`src/mmu_consts.svh`:
```
`ifndef MMU_CONSTS_SVH
`define MMU_CONSTS_SVH

// Address space
`define MMU_VADDR_WIDTH   20
`define MMU_PADDR_WIDTH   24
`define MMU_PAGE_BITS     12   // 4 KiB pages
`define MMU_VPN_WIDTH     (`MMU_VADDR_WIDTH - `MMU_PAGE_BITS)
`define MMU_PPN_WIDTH     (`MMU_PADDR_WIDTH - `MMU_PAGE_BITS)

// TLB geometry
`define MMU_TLB_SIZE      8
`define MMU_TLB_ASSOC     2

// Page-table RAM
`define MMU_PT_DEPTH      256
`define MMU_PT_IDX_BITS   8
`define MMU_PT_LEVEL_BITS 4    // VPN bits resolved per walk level
`define MMU_PTE_WIDTH     16

`endif
```
`src/mmu_pkg.sv`:
```
`include "mmu_consts.svh"

package mmu_pkg;

  typedef enum logic [1:0] {
    ACC_LOAD  = 2'd0,
    ACC_STORE = 2'd1,
    ACC_FETCH = 2'd2
  } access_e;

  typedef struct packed {
    logic [`MMU_VADDR_WIDTH-1:0] vaddr;
    access_e                     access;
  } mmu_request_t;

  typedef struct packed {
    logic                      valid;
    logic [`MMU_VPN_WIDTH-1:0] vpn;   // Full VPN, tag is the upper part
    logic [`MMU_PPN_WIDTH-1:0] ppn;
    logic                      r;
    logic                      w;
    logic                      x;
  } tlb_entry_t;

  typedef enum logic [3:0] {
    EXC_INSTR_PAGE_FAULT = 4'd12,
    EXC_LOAD_PAGE_FAULT  = 4'd13,
    EXC_STORE_PAGE_FAULT = 4'd15
  } exc_cause_e;

  // Page fault cause for a given access kind
  function automatic exc_cause_e fault_cause(access_e acc);
    case (acc)
      ACC_FETCH: return EXC_INSTR_PAGE_FAULT;
      ACC_STORE: return EXC_STORE_PAGE_FAULT;
      default:   return EXC_LOAD_PAGE_FAULT;
    endcase
  endfunction

endpackage

```
`src/tlb.sv`:
```
`timescale 1ns/100ps
`include "mmu_consts.svh"

module tlb import mmu_pkg::*; (
  input  logic                        clk,
  input  logic                        rst_n,
  input  logic                        lookup_valid_i,
  input  mmu_request_t                lookup_req_i,
  output logic                        hit_o,
  output logic                        fault_o,
  output exc_cause_e                  cause_o,
  output logic [`MMU_PADDR_WIDTH-1:0] paddr_o,
  input  logic                        fill_valid_i,
  input  tlb_entry_t                  fill_entry_i,
  input  logic                        inval_valid_i,
  input  logic [`MMU_VADDR_WIDTH-1:0] inval_vaddr_i
);

  localparam int ASSOC    = `MMU_TLB_ASSOC;
  localparam int NUM_SETS = `MMU_TLB_SIZE / `MMU_TLB_ASSOC;
  localparam int SET_BITS = $clog2(NUM_SETS);
  localparam int WAY_BITS = $clog2(ASSOC);
  localparam int VPN_W    = `MMU_VPN_WIDTH;
  localparam int TAG_BITS = VPN_W - SET_BITS;
  localparam int PAGE     = `MMU_PAGE_BITS;

  tlb_entry_t          entry_q [NUM_SETS][ASSOC];
  logic [ASSOC-1:0]    valid_q [NUM_SETS];
  logic [WAY_BITS-1:0] lru_q   [NUM_SETS];  // Way to replace next

  logic [SET_BITS-1:0] lk_set;
  logic [TAG_BITS-1:0] lk_tag;
  logic [SET_BITS-1:0] inv_set;
  logic [TAG_BITS-1:0] inv_tag;
  logic [SET_BITS-1:0] fill_set;
  logic [ASSOC-1:0]    lk_match;
  logic [ASSOC-1:0]    inv_match;
  logic [WAY_BITS-1:0] hit_way;
  tlb_entry_t          hit_entry;
  logic                perm_ok;

  assign lk_set   = lookup_req_i.vaddr[PAGE +: SET_BITS];
  assign lk_tag   = lookup_req_i.vaddr[`MMU_VADDR_WIDTH-1 -: TAG_BITS];
  assign inv_set  = inval_vaddr_i[PAGE +: SET_BITS];
  assign inv_tag  = inval_vaddr_i[`MMU_VADDR_WIDTH-1 -: TAG_BITS];
  assign fill_set = fill_entry_i.vpn[SET_BITS-1:0];

  // Tag compare for lookup and invalidation
  always_comb begin
    hit_way = '0;
    for (int w = 0; w < ASSOC; w++) begin
      lk_match[w]  = valid_q[lk_set][w] &&
                     (entry_q[lk_set][w].vpn[VPN_W-1 -: TAG_BITS] == lk_tag);
      inv_match[w] = valid_q[inv_set][w] &&
                     (entry_q[inv_set][w].vpn[VPN_W-1 -: TAG_BITS] == inv_tag);
      if (lk_match[w]) hit_way = WAY_BITS'(w);
    end
  end

  assign hit_entry = entry_q[lk_set][hit_way];
  assign hit_o     = |lk_match;

  // Fetch needs X, store needs W, load needs R
  always_comb begin
    case (lookup_req_i.access)
      ACC_FETCH: perm_ok = hit_entry.x;
      ACC_STORE: perm_ok = hit_entry.w;
      default:   perm_ok = hit_entry.r;
    endcase
  end

  assign fault_o = hit_o && !perm_ok;
  assign cause_o = fault_cause(lookup_req_i.access);
  assign paddr_o = {hit_entry.ppn, lookup_req_i.vaddr[PAGE-1:0]};

  always_ff @(posedge clk or negedge rst_n) begin
    if (!rst_n) begin
      for (int s = 0; s < NUM_SETS; s++) begin
        valid_q[s] <= '0;
        lru_q[s]   <= '0;
      end
    end else begin
      if (lookup_valid_i && hit_o) begin
        lru_q[lk_set] <= ~hit_way;  // Other way becomes LRU
      end
      if (fill_valid_i) begin
        valid_q[fill_set][lru_q[fill_set]] <= fill_entry_i.valid;
        lru_q[fill_set] <= ~lru_q[fill_set];
      end
      if (inval_valid_i) begin
        valid_q[inv_set] <= valid_q[inv_set] & ~inv_match;
      end
    end
  end

  // Entry payload
  always_ff @(posedge clk) begin
    if (fill_valid_i) begin
      entry_q[fill_set][lru_q[fill_set]] <= fill_entry_i;
    end
  end

endmodule

```
`config.mk`:
```
export PLATFORM = sky130hd
export DESIGN_NAME = tlb
export DESIGN_NICKNAME = d
export VERILOG_FILES = /design/src/mmu_pkg.sv /design/src/tlb.sv
export VERILOG_INCLUDE_DIRS = /design/src /design/src/src
export SDC_FILE = /design/constraint.sdc
export NUM_CORES = 1
export LEC_CHECK = 0
export BUFFER_PORTS_ARGS = -buffer_cell sky130_fd_sc_hd__buf_2
export CORE_ASPECT_RATIO = 0.5
export CORE_UTILIZATION = 26
export DETAILED_ROUTE_END_ITERATION = 10
export SETUP_SLACK_MARGIN = 0.1
export SYNTH_ARGS = -nofsm -noshare
export SYNTH_HDL_FRONTEND = slang
export SYNTH_SLANG_ARGS = --single-unit
```
`constraint.sdc`:
```
create_clock -name clk -period 3 [get_ports clk]
set_input_delay 0 -clock clk [delete_from_list [all_inputs] [get_ports clk]]
set_output_delay 0 -clock clk [all_outputs]
set_load 0.05 [all_outputs]
```
==> flow_metrics.py, run 1 <==
metrics = {
    "floorplanning": {
        "core_um2": 29400,
        "rows": 44,
        "dieArea_um2": 31000,
        "die_x_um": 248,
        "pin_count": 101,
        "initial_core_util_pct": 26.8,
        "die_h_um": 125,
    },
    "placement": {
        "place.port_buffers": 62,
        "dp_hpwl_mm": 10.4,
        "dpl.cell_count": 841,
        "place.gp.congestion": 0.727,
    },
    "power": {
        "powerDensity_nw_per_um2": 607,
        "peakVddDrop_mv": 0.414,
        "p_leak_nw": 3.17,
    },
    "clock_network": {
        "insertion_delay_ns": 0.43,
        "root_buffer": "clkbuf_16",
        "cts_sinks": 180,
        "clkTransAtPathRegs_ns": 0.06,
        "cts_buffers": 17,
        "clk_path_buf_depth": 2,
        "cts_setup_buffers": 0,
        "tritoncts": "done",
        "htreeDepth": 4,
    },
    "detailed_routing": {
        "via_count": 3975,
        "routed_wl_mm": 16.3,
        "ant_nets": 0,
        "wl_per_cell_um": 18.1,
        "drt_iter0_markers": 162,
        "avgViaCountPerCell": 4.42,
        "route.detailed.drc": 0,
        "first_pass_iters": 4,
    },
    "setup_path": {
        "cp-end-kind": "primary output",
        "slowest_stage": "mux4_2",
        "cp.arrival_ns": 2.78,
        "r2r_start": "entry_q[3][20]",
        "rrSetupSlack_ns": 0.50,
        "crit_buf_inv": 2,
        "cpPeakStageDelay_ns": 0.54,
        "timing.critical_path.cells": "mux4_2 > xnor2_4 > nand4_4 > nor3_4 > buf_12 > mux2_2 > buf_2",
        "path_max_fanout": 19,
        "cp.required_ns": 3.00,
        "rr_worst_depth": 7,
        "r2r_end": "valid_q[1]",
        "crit_path_start_kind": "register",
        "crit_type": "reg2out",
        "crit_family": "multiplexers",
    },
    "finish": {
        "antenna_cells": 0,
        "nets": 569,
        "synthToLayoutAreaGrowth_pct": 20.4,
        "drive_above_1_share_pct": 37.2,
        "stdcell_count": 899,
    },
    "global_route": {
        "grt.total_usage_pct": 11.1,
        "grt_start_max_net_pins": 24,
        "grt_pass1_wl_mm": 25.2,
        "antenna_found_initial": 0,
        "grt_pass1_vias": 4218,
        "overflow": 0,
    },
    "worst_hold_path": {
        "whs_endpoint": "paddr_o[4]",
        "holdCritStartpoint": "lookup_req_i[6]",
        "min_path_type": "in2out",
        "hold_depth": 0,
    },
    "logic_synthesis": {
        "async_flop_share_pct": 6.67,
        "yosys.area.top_type": "edfxtp_1",
        "ys_dominant_reg_cell": "edfxtp_1",
        "yosysTopAreaCellShare_pct": 64.1,
        "yosysMostFrequentCell": "edfxtp_1",
        "synthCells": 399,
        "yosysWarnings": 0,
        "syn_area_um2": 7870,
        "ys_seq_area_share_pct": 67.9,
        "syn_avg_cell_area_um2": 19.7,
        "synth_edf_count": 168,
        "yosysUniqueCellTypes": 43,
        "ys_seq_elements": 180,
        "yosys-top-cells-area": "edfxtp_1 (64%), mux4_2 (15%), dfrtp_1 (3.8%)",
        "synthTopCellsByCount": "edfxtp_1 (168), mux4_2 (51), buf_4 (15), xor2_1 (13)",
    },
    "timing": {
        "rsz0062_at_grt": "no",
        "fmax_mhz": 360,
        "slew_headroom_pct": 55.5,
        "min_period_ns": 2.78,
        "skew_ns": 0.00742,
        "setup_viol": 0,
        "hold_viol": 0,
        "fin_crit_sh_pct": 92.7,
        "tightest_slew_ns": 0.662,
        "final_max_slew_viol_count": 0,
        "fin_tns_setup_ns": 0,
    },
    "outcome": {
        "status": "finished clean",
    },
    "flow_run": {
        "maxCapViolCount": 0,
    },
}
## registers in the layout, indices dropped and copies added (netlist names)
| name | cells |
|---|---|
| lru_q | 4 |
| valid_q | 8 |
| entry_q | 168 |
## routing by layer
| metal | wire length [um] | GRT usage [%] | share of wire (%) | vias to the layer above |
|---|---|---|---|---|
| li1 | - | - | - | 1818 |
| met1 | 6890 | 13.3 | 42 | 2087 |
| met2 | 8840 | 19.7 | 54 | 54 |
| met3 | 377 | 2.30 | 2.3 | 16 |
| met4 | 180 | 3.75 | 1.1 | 0 |
| met5 | 0 | 0 | 0 | - |
## stage by stage
stage | hold slack [ns] | setup slack [ns] | util, % | instance area (um2) | total power, mW
finish | 0.0000188 | 0.220 | 32.2 | 9480 | 5.75
global route | 0.000144 | 0.104 | 32.2 | 9480 | 5.97
CTS | 0.000589 | 0.161 | 32.2 | 9470 | 5.81
detailed placement | -0.0927 | 0.491 | 29.4 | 8650 | 3.68
global placement | -0.0966 | 0.498 | 29.4 | 8650 | 3.66
floorplan | -0.296 | 0.247 | - | 7880 | 3.50
## how the worst max path moves through the flow
stage	cells past startpoint	end	startpoint	slack (ns)
after floorplan	5	fault_o	entry_q[1][17]	0.25
after global placement	8	paddr_o[15]	lookup_req_i[14]	0.50
after detailed placement	8	paddr_o[15]	lookup_req_i[14]	0.49
after CTS	7	paddr_o[15]	entry_q[3][18]	0.16
after global routing	7	paddr_o[15]	entry_q[2][18]	0.10
final	7	paddr_o[15]	entry_q[3][18]	0.22
## cell type report
class,instances,area (um2)
Clock buffer,17,425
Clock inverter,15,130
Fill cell,2857,19900
Inverter,9,33.8
Multi-Input combinational cell,181,2320
Sequential cell,180,5350
Tap cell,391,489
Timing Repair Buffer,106,731
## cells in the final DEF, fill, tap and decap left out, types with 3 or more instances in the layout
master	count
a21oi_1	10
buf_2	62
buf_4	16
clkbuf_16	17
clkinv_1	4
clkinvlp_4	4
dfrtp_1	12
dlygate4sd3_1	26
edfxtp_1	168
ha_1	3
inv_1	9
inv_6	4
mux2_2	9
mux2_4	7
mux2i_1	12
mux4_1	3
mux4_2	51
nand2_1	5
nand3_1	8
nand3b_1	3
nor2_2	6
nor2b_1	3
o21ai_0	4
o311a_1	3
o41ai_1	3
xnor2_1	9
xnor2_2	3
xor2_1	13
## what timing repair did
item	4_1_cts	5_1_grt
endpoints found under the setup margin	0	1
hold buffers	26	0
hold endpoints to repair	190	0
gates resized for setup	0	1
## power breakdown
part / internal [mW] / total [mW] / switching [mW]
registers: 2.89 / 2.95 / 0.0629
clock network: 1.15 / 2.10 / 0.954
logic: 0.311 / 0.697 / 0.387
total: 4.35 / 5.75 / 1.40
## logic make-up after synthesis
group	synth area share, %
simple gates	3.02
fa+ha+maj	0.477
compound gates	2.54
mux	19.7
xor+xnor	3.27
flops	67.9
buf+inv	2.99
other cells	0.0476
## worst register-to-register path: stages (launching register included)
cell	delay, ns
edfxtp_1	0.38
mux4_2	0.50
xor2_1	0.16
nor4_1	0.36
nand3_1	0.20
a21oi_1	0.18
a21oi_1	0.05
dlygate4sd3_1	0.56
Power figures use the tool's default switching activity.
==> run 2, diff against run 1 <==
Settings changed: ABC_AREA set to 1.
==> run 2 against run 1 <==
Compared with the run above:
- via count up 44%
- sequential power about the same
- largest power group unchanged
- register-to-register slack better by 0.29 ns
==> flow_metrics.py, run 2 <==
metrics = {
    "outcome": {
        "status": "finished clean",
    },
    "finish": {
        "nets": 897,
        "final_cell_mix": "nand2_1 (234), edfxtp_1 (168), buf_2 (62), nand3_1 (58), inv_1 (55)",
        "multi_input_area_um2": 2250,
        "stdcell_count": 1259,
        "fillers": 3059,
        "largest_reg_flops": 168,
        "drive_above_1_share_pct": 14.4,
        "synthToLayoutAreaGrowth_pct": 19.1,
        "antenna_cells": 0,
        "seq_area_um2": 5350,
        "layout_commonest_cell": "nand2_1",
    },
    "power": {
        "p_switching_mw": 1.53,
        "powerDensity_nw_per_um2": 598,
        "pwr-share-comb_pct": 12.8,
        "p_int_mw": 4.22,
        "swShare_pct": 26.7,
        "seqPwrFrac_pct": 51.1,
        "p_leak_nw": 3.84,
        "peakVddDrop_mv": 0.421,
        "clockPowerShare_pct": 36.1,
    },
    "clock_network": {
        "insertion_delay_ns": 0.43,
        "cts_resized": 0,
        "cts_buffers": 17,
        "clk_path_buf_depth": 2,
        "htreeDepth": 4,
        "cts_sinks": 180,
        "root_buffer": "clkbuf_16",
        "clkTransAtPathRegs_ns": 0.06,
        "tritoncts": "done",
        "cts_setup_buffers": 0,
    },
    "setup_path": {
        "rrSetupSlack_ns": 0.79,
        "path_max_fanout": 25,
        "r2r_start": "lru_q[3]",
        "crit_path_start_kind": "register",
        "cp.required_ns": 3.00,
        "crit_type": "reg2out",
        "cp.arrival_ns": 2.47,
        "r2r_end": "entry_q[3][19]",
        "rr_worst_depth": 7,
        "cp-end-kind": "primary output",
    },
    "floorplanning": {
        "die_h_um": 127,
        "rows": 45,
        "dieArea_um2": 31800,
        "initial_core_util_pct": 26.5,
        "die_x_um": 251,
        "core_um2": 30500,
        "pin_count": 101,
    },
    "detailed_routing": {
        "via_count": 5732,
        "route.detailed.drc": 0,
        "avgViaCountPerCell": 4.55,
        "wl_per_cell_um": 15.7,
        "drt_iter0_markers": 477,
        "routed_wl_mm": 19.8,
        "ant_nets": 0,
        "first_pass_iters": 6,
    },
    "placement": {
        "place.port_buffers": 62,
        "dp_hpwl_mm": 12.5,
        "place.gp.congestion": 0.899,
        "dpl.cell_count": 1200,
    },
    "logic_synthesis": {
        "syn_area_um2": 8080,
        "async_flop_share_pct": 6.67,
        "yosysWarnings": 0,
        "yosysTopAreaCellShare_pct": 62.4,
        "yosys-top-cells-area": "edfxtp_1 (62%), nand2_1 (11%), dfrtp_1 (3.7%)",
        "yosys.area.top_type": "edfxtp_1",
        "synth_edf_count": 168,
        "synthTopCellsByCount": "nand2_1 (234), edfxtp_1 (168), nand3_1 (58), inv_1 (55), nor2_1 (39)",
        "ys_seq_elements": 180,
        "syn_avg_cell_area_um2": 11.0,
        "ys_dominant_reg_cell": "edfxtp_1",
        "yosysMostFrequentCell": "nand2_1",
        "yosysUniqueCellTypes": 32,
        "ys_seq_area_share_pct": 66.2,
        "synthCells": 737,
    },
    "global_route": {
        "grt_pass1_wl_mm": 30.9,
        "grt.total_usage_pct": 12.8,
        "antenna_found_initial": 0,
        "grt_pass1_vias": 5538,
        "grt_start_max_net_pins": 29,
        "overflow": 0,
    },
    "timing": {
        "hold_viol": 0,
        "rsz0062_at_grt": "no",
        "fin_tns_setup_ns": 0,
        "min_period_ns": 2.47,
        "final_max_slew_viol_count": 0,
        "skew_ns": 0.0103,
        "fin_crit_sh_pct": 82.4,
        "tightest_slew_ns": 0.650,
        "slew_headroom_pct": 56.6,
        "setup_viol": 0,
        "fmax_mhz": 404,
    },
    "worst_hold_path": {
        "whs_endpoint": "paddr_o[8]",
        "hold_depth": 0,
        "min_path_type": "in2out",
        "holdCritStartpoint": "lookup_req_i[10]",
    },
    "flow_run": {
        "maxCapViolCount": 0,
    },
}
==> run 2: cell types whose count changed in the layout (fill, tap and decap cells not counted), sizes merged, moves of 13 or more <==
cell / previous run / this run
inv: 14 / 70
a22oi: 0 / 31
o21ai: 4 / 22
mux2: 16 / 0
nand2: 5 / 238
mux4: 54 / 0
nand3: 8 / 58
xnor2: 13 / 0
nor2: 8 / 41
==> run 2: how the worst max path moves through the flow <==
stage	to	startpoint	slack, ns	cells past startpoint
floorplan	paddr_o[12]	entry_q[3][19]	0.77	10
global placement	paddr_o[22]	lookup_req_i[14]	0.62	14
detailed placement	paddr_o[22]	lookup_req_i[14]	0.63	14
CTS	paddr_o[22]	entry_q[0][20]	0.49	14
global route	paddr_o[22]	entry_q[2][20]	0.23	14
finish	paddr_o[22]	entry_q[0][20]	0.53	14
==> run 2: worst max-delay path, stage by stage (launching register included) <==
cell and delay [ns]:
edfxtp_1 0.40, nand2_1 0.09, nand2_1 0.06, nand2_1 0.07
nand2_1 0.06, nand2_1 0.06, nand2_1 0.05, inv_1 0.04
nand2_1 0.07, nor2_4 0.18, nand2_4 0.11, inv_4 0.25
nand2_1 0.08, o21ai_0 0.17, buf_2 0.34
==> run 2: cell families (layout without fill, tap and decap cells) <==
family                     after synthesis  after routing  synth area share, %
AOI/OAI and AO/OA                       98             98                 8.63
xor gates and xnor gates                12             12                 1.30
buffers and inverters                  101            199                 6.04
other                                    1              2               0.0464
DFF                                    180            180                 66.2
and+or+nand+nor                        342            342                 17.4
adders and majority gates                3              3                0.465
==> run 2: repair_timing <==
item,in CTS,in global routing
endpoints found under the hold margin,191,0
hold buffers,27,0
endpoints found under the setup margin,0,0
==> run 2: through the flow <==
step | area [um2] | hold slack (ns) | util, % | setup WS [ns] | power [mW]
after floorplan | 8080 | -0.296 | - | 0.773 | 3.49
after detailed placement | 8800 | -0.0972 | 28.9 | 0.626 | 3.69
after CTS | 9620 | 0.000589 | 31.6 | 0.488 | 5.78
after global routing | 9620 | 0.0000954 | 31.6 | 0.230 | 5.97
after global placement | 8800 | -0.0983 | 28.9 | 0.620 | 3.67
final | 9620 | 0.0000220 | 31.6 | 0.527 | 5.75
==> run 2: power groups by stage <==
stage	logic [mW]	clock network (mW)	registers (mW)
2_1_floorplan	0.517	0	2.98
3_5_place_dp	0.704	0	2.99
5_1_grt	0.818	2.21	2.95
4_1_cts	0.740	2.11	2.94
6_report	0.739	2.07	2.94
3_3_place_gp	0.691	0	2.98
==> run 2: area by class of cell <==
cell class	instances	area share [%]
clock buffer	19	4.50
clock inverter	13	1.16
inverter	62	2.45
multi-input combinational	457	23.4
sequential	180	55.6
tap	423	5.50
timing repair buffer	105	7.41
==> run 2: per-layer routing <==
metal  vias up  track usage [%]  routed length, um
li1       2729                -                  -
met1      2789             15.8               8420
met2       187             22.1              10000
met3        27             2.71                994
met4         0             4.59                355
met5         -                0                  0
==> run 3, diff against run 2 <==
Settings changed: ABC_AREA 1 to 0.
Clock period 3 ns to 2.25 ns, I/O delays scaled along.
==> run 3 against run 2 <==
Compared with the run above:
- highest routed layer unchanged
- final cell count decreased by 27%
- the flow now finishes with violations (negative setup slack)
- sequential share of layout area fell by 1.4 points
- setup slack got worse by 0.92 ns
- sequential power increased by 34%
- critical endpoint is now paddr_o[21]
- global-route usage down 1.4 points
- non-clock buffer count up 25
- design area rose by 2.5%
- critical path type unchanged
- flip-flop and latch count stayed put
- wire length is 16% lower
- via count shrank 27%
- first-iteration DRC count is 49% lower
- critical path depth decreased by 6
==> flow_metrics.py, run 3 (synthesized netlist as in run 1, its figures left out) <==
metrics = {
    "floorplanning": {
        "initial_core_util_pct": 26.8,
        "core_um2": 29400,
        "dieArea_um2": 31000,
        "die_h_um": 125,
        "rows": 44,
        "pin_count": 101,
        "die_x_um": 248,
    },
    "finish": {
        "layout_commonest_cell": "edfxtp_1",
        "nets": 593,
        "largest_reg_flops": 168,
        "drive_above_1_share_pct": 41.7,
        "utilization_pct": 33.6,
        "synthToLayoutAreaGrowth_pct": 25.3,
        "fillers": 2791,
        "stdcell_count": 921,
        "final_cell_mix": "edfxtp_1 (168), mux4_2 (52), buf_2 (48), buf_4 (38), dlygate4sd3_1 (24)",
        "antenna_cells": 0,
    },
    "timing": {
        "rsz0062_at_grt": "yes",
        "setup_ws_ns": -0.393,
        "fin_tns_setup_ns": -5.07,
        "hold_viol": 0,
        "fmax_mhz": 378,
        "final_max_slew_viol_count": 0,
        "hold_ws_ns": 0.0000188,
        "setup_viol": 18,
        "skew_ns": 0.00870,
        "fin_crit_sh_pct": 117,
        "min_period_ns": 2.64,
    },
    "clock_network": {
        "cts_sinks": 180,
        "tritoncts": "done",
        "root_buffer": "clkbuf_16",
        "clk_path_buf_depth": 2,
        "clkTransAtPathRegs_ns": 0.06,
        "htreeDepth": 4,
        "insertion_delay_ns": 0.42,
        "cts_buffers": 17,
    },
    "global_route": {
        "antenna_found_initial": 0,
        "grt_pass1_vias": 4478,
        "grt_pass1_wl_mm": 26.1,
        "grt_start_max_net_pins": 23,
        "grt.total_usage_pct": 11.4,
        "overflow": 0,
    },
    "worst_hold_path": {
        "holdCritStartpoint": "lookup_req_i[4]",
        "min_path_type": "in2out",
        "hold_depth": 0,
        "whs_endpoint": "paddr_o[2]",
    },
    "setup_path": {
        "cp_common_cell": "buf_4",
        "rr_worst_depth": 8,
        "cp.arrival_ns": 2.64,
        "r2r_end": "lru_q[1]",
        "cp-end-kind": "primary output",
        "slowest_stage": "mux4_2",
        "path_max_fanout": 4,
        "crit_path_start_kind": "register",
        "crit_family": "multiplexers",
        "crit_type": "reg2out",
        "rrSetupSlack_ns": -0.07,
        "r2r_start": "entry_q[3][41]",
        "cpPeakStageDelay_ns": 0.54,
        "timing.critical_path.cells": "mux4_2 > xnor2_4 > nand4_4 > nor3_4 > buf_4 > buf_16 > mux2_4 > buf_4",
        "crit_buf_inv": 3,
        "cp.required_ns": 2.25,
    },
    "placement": {
        "dp_slack_ns": -0.0344,
        "dp_hpwl_mm": 11.0,
        "dpl.cell_count": 856,
        "place.port_buffers": 62,
        "place.gp.congestion": 0.770,
    },
    "outcome": {
        "status": "complete, but fails checks",
        "violations": "negative setup slack",
    },
    "power": {
        "p_leak_nw": 3.36,
        "powerDensity_nw_per_um2": 780,
        "peakVddDrop_mv": 0.555,
    },
    "detailed_routing": {
        "wl_per_cell_um": 18.0,
        "routed_wl_mm": 16.6,
        "ant_nets": 0,
        "via_count": 4163,
        "avgViaCountPerCell": 4.52,
        "first_pass_iters": 4,
        "route.detailed.drc": 0,
        "drt_iter0_markers": 242,
    },
    "flow_run": {
        "maxCapViolCount": 0,
    },
}
-- run 3: metal layers --
metal / part of all wire (%) / track usage, % / up-vias
li1: - / - / 1857
met1: 42 / 14.0 / 2211
met4: 1.5 / 4.29 / 0
met5: 0 / 0 / -
met2: 53 / 19.2 / 77
met3: 3.9 / 2.75 / 18
-- run 3: timing repair --
| item | 4_1_cts | 5_1_grt |
|---|---|---|
| pin swaps | 5 | 3 |
| gates cloned | 1 | 0 |
| hold endpoints to repair | 188 | 0 |
| setup endpoints to repair | 18 | 18 |
| hold buffers | 24 | 0 |
| buffers inserted | 5 | 6 |
| resized for setup | 40 | 13 |
-- run 3: layout make-up --
cell class | count | area (um2) | area share [%]
clock buffer | 19 | 433 | 4.39
multi-input combinational | 181 | 2410 | 24.4
timing repair buffer | 130 | 1050 | 10.7
tap | 391 | 489 | 4.96
clock inverter | 11 | 103 | 1.04
sequential | 180 | 5350 | 54.2
inverter | 9 | 33.8 | 0.342
-- run 3: report_power, final --
part           internal, mW  switching [mW]  total [mW]
clock                  1.52            1.21        2.73
sequential             3.86          0.0892        3.95
combinational         0.481           0.536        1.02
total                  5.86            1.83        7.69
-- run 3: how the worst max path moves through the flow --
stage | from | endpoint | slack [ns] | cells after the start
after floorplan | entry_q[1][17] | fault_o | 0.15 | 5
after global placement | entry_q[3][19] | paddr_o[13] | -0.04 | 7
after detailed placement | entry_q[3][18] | paddr_o[13] | -0.03 | 7
after CTS | entry_q[3][19] | paddr_o[13] | -0.42 | 8
after global routing | entry_q[3][19] | paddr_o[14] | -0.49 | 8
final | entry_q[3][19] | paddr_o[21] | -0.39 | 8
-- run 3: per-stage QoR --
| stage | area (um2) | total power, mW |
|---|---|---|
| after global placement | 8780 | 4.92 |
| after detailed placement | 8780 | 4.94 |
| after global routing | 9860 | 7.99 |
| after CTS | 9770 | 7.76 |
| final | 9860 | 7.69 |
| after floorplan | 7890 | 4.67 |
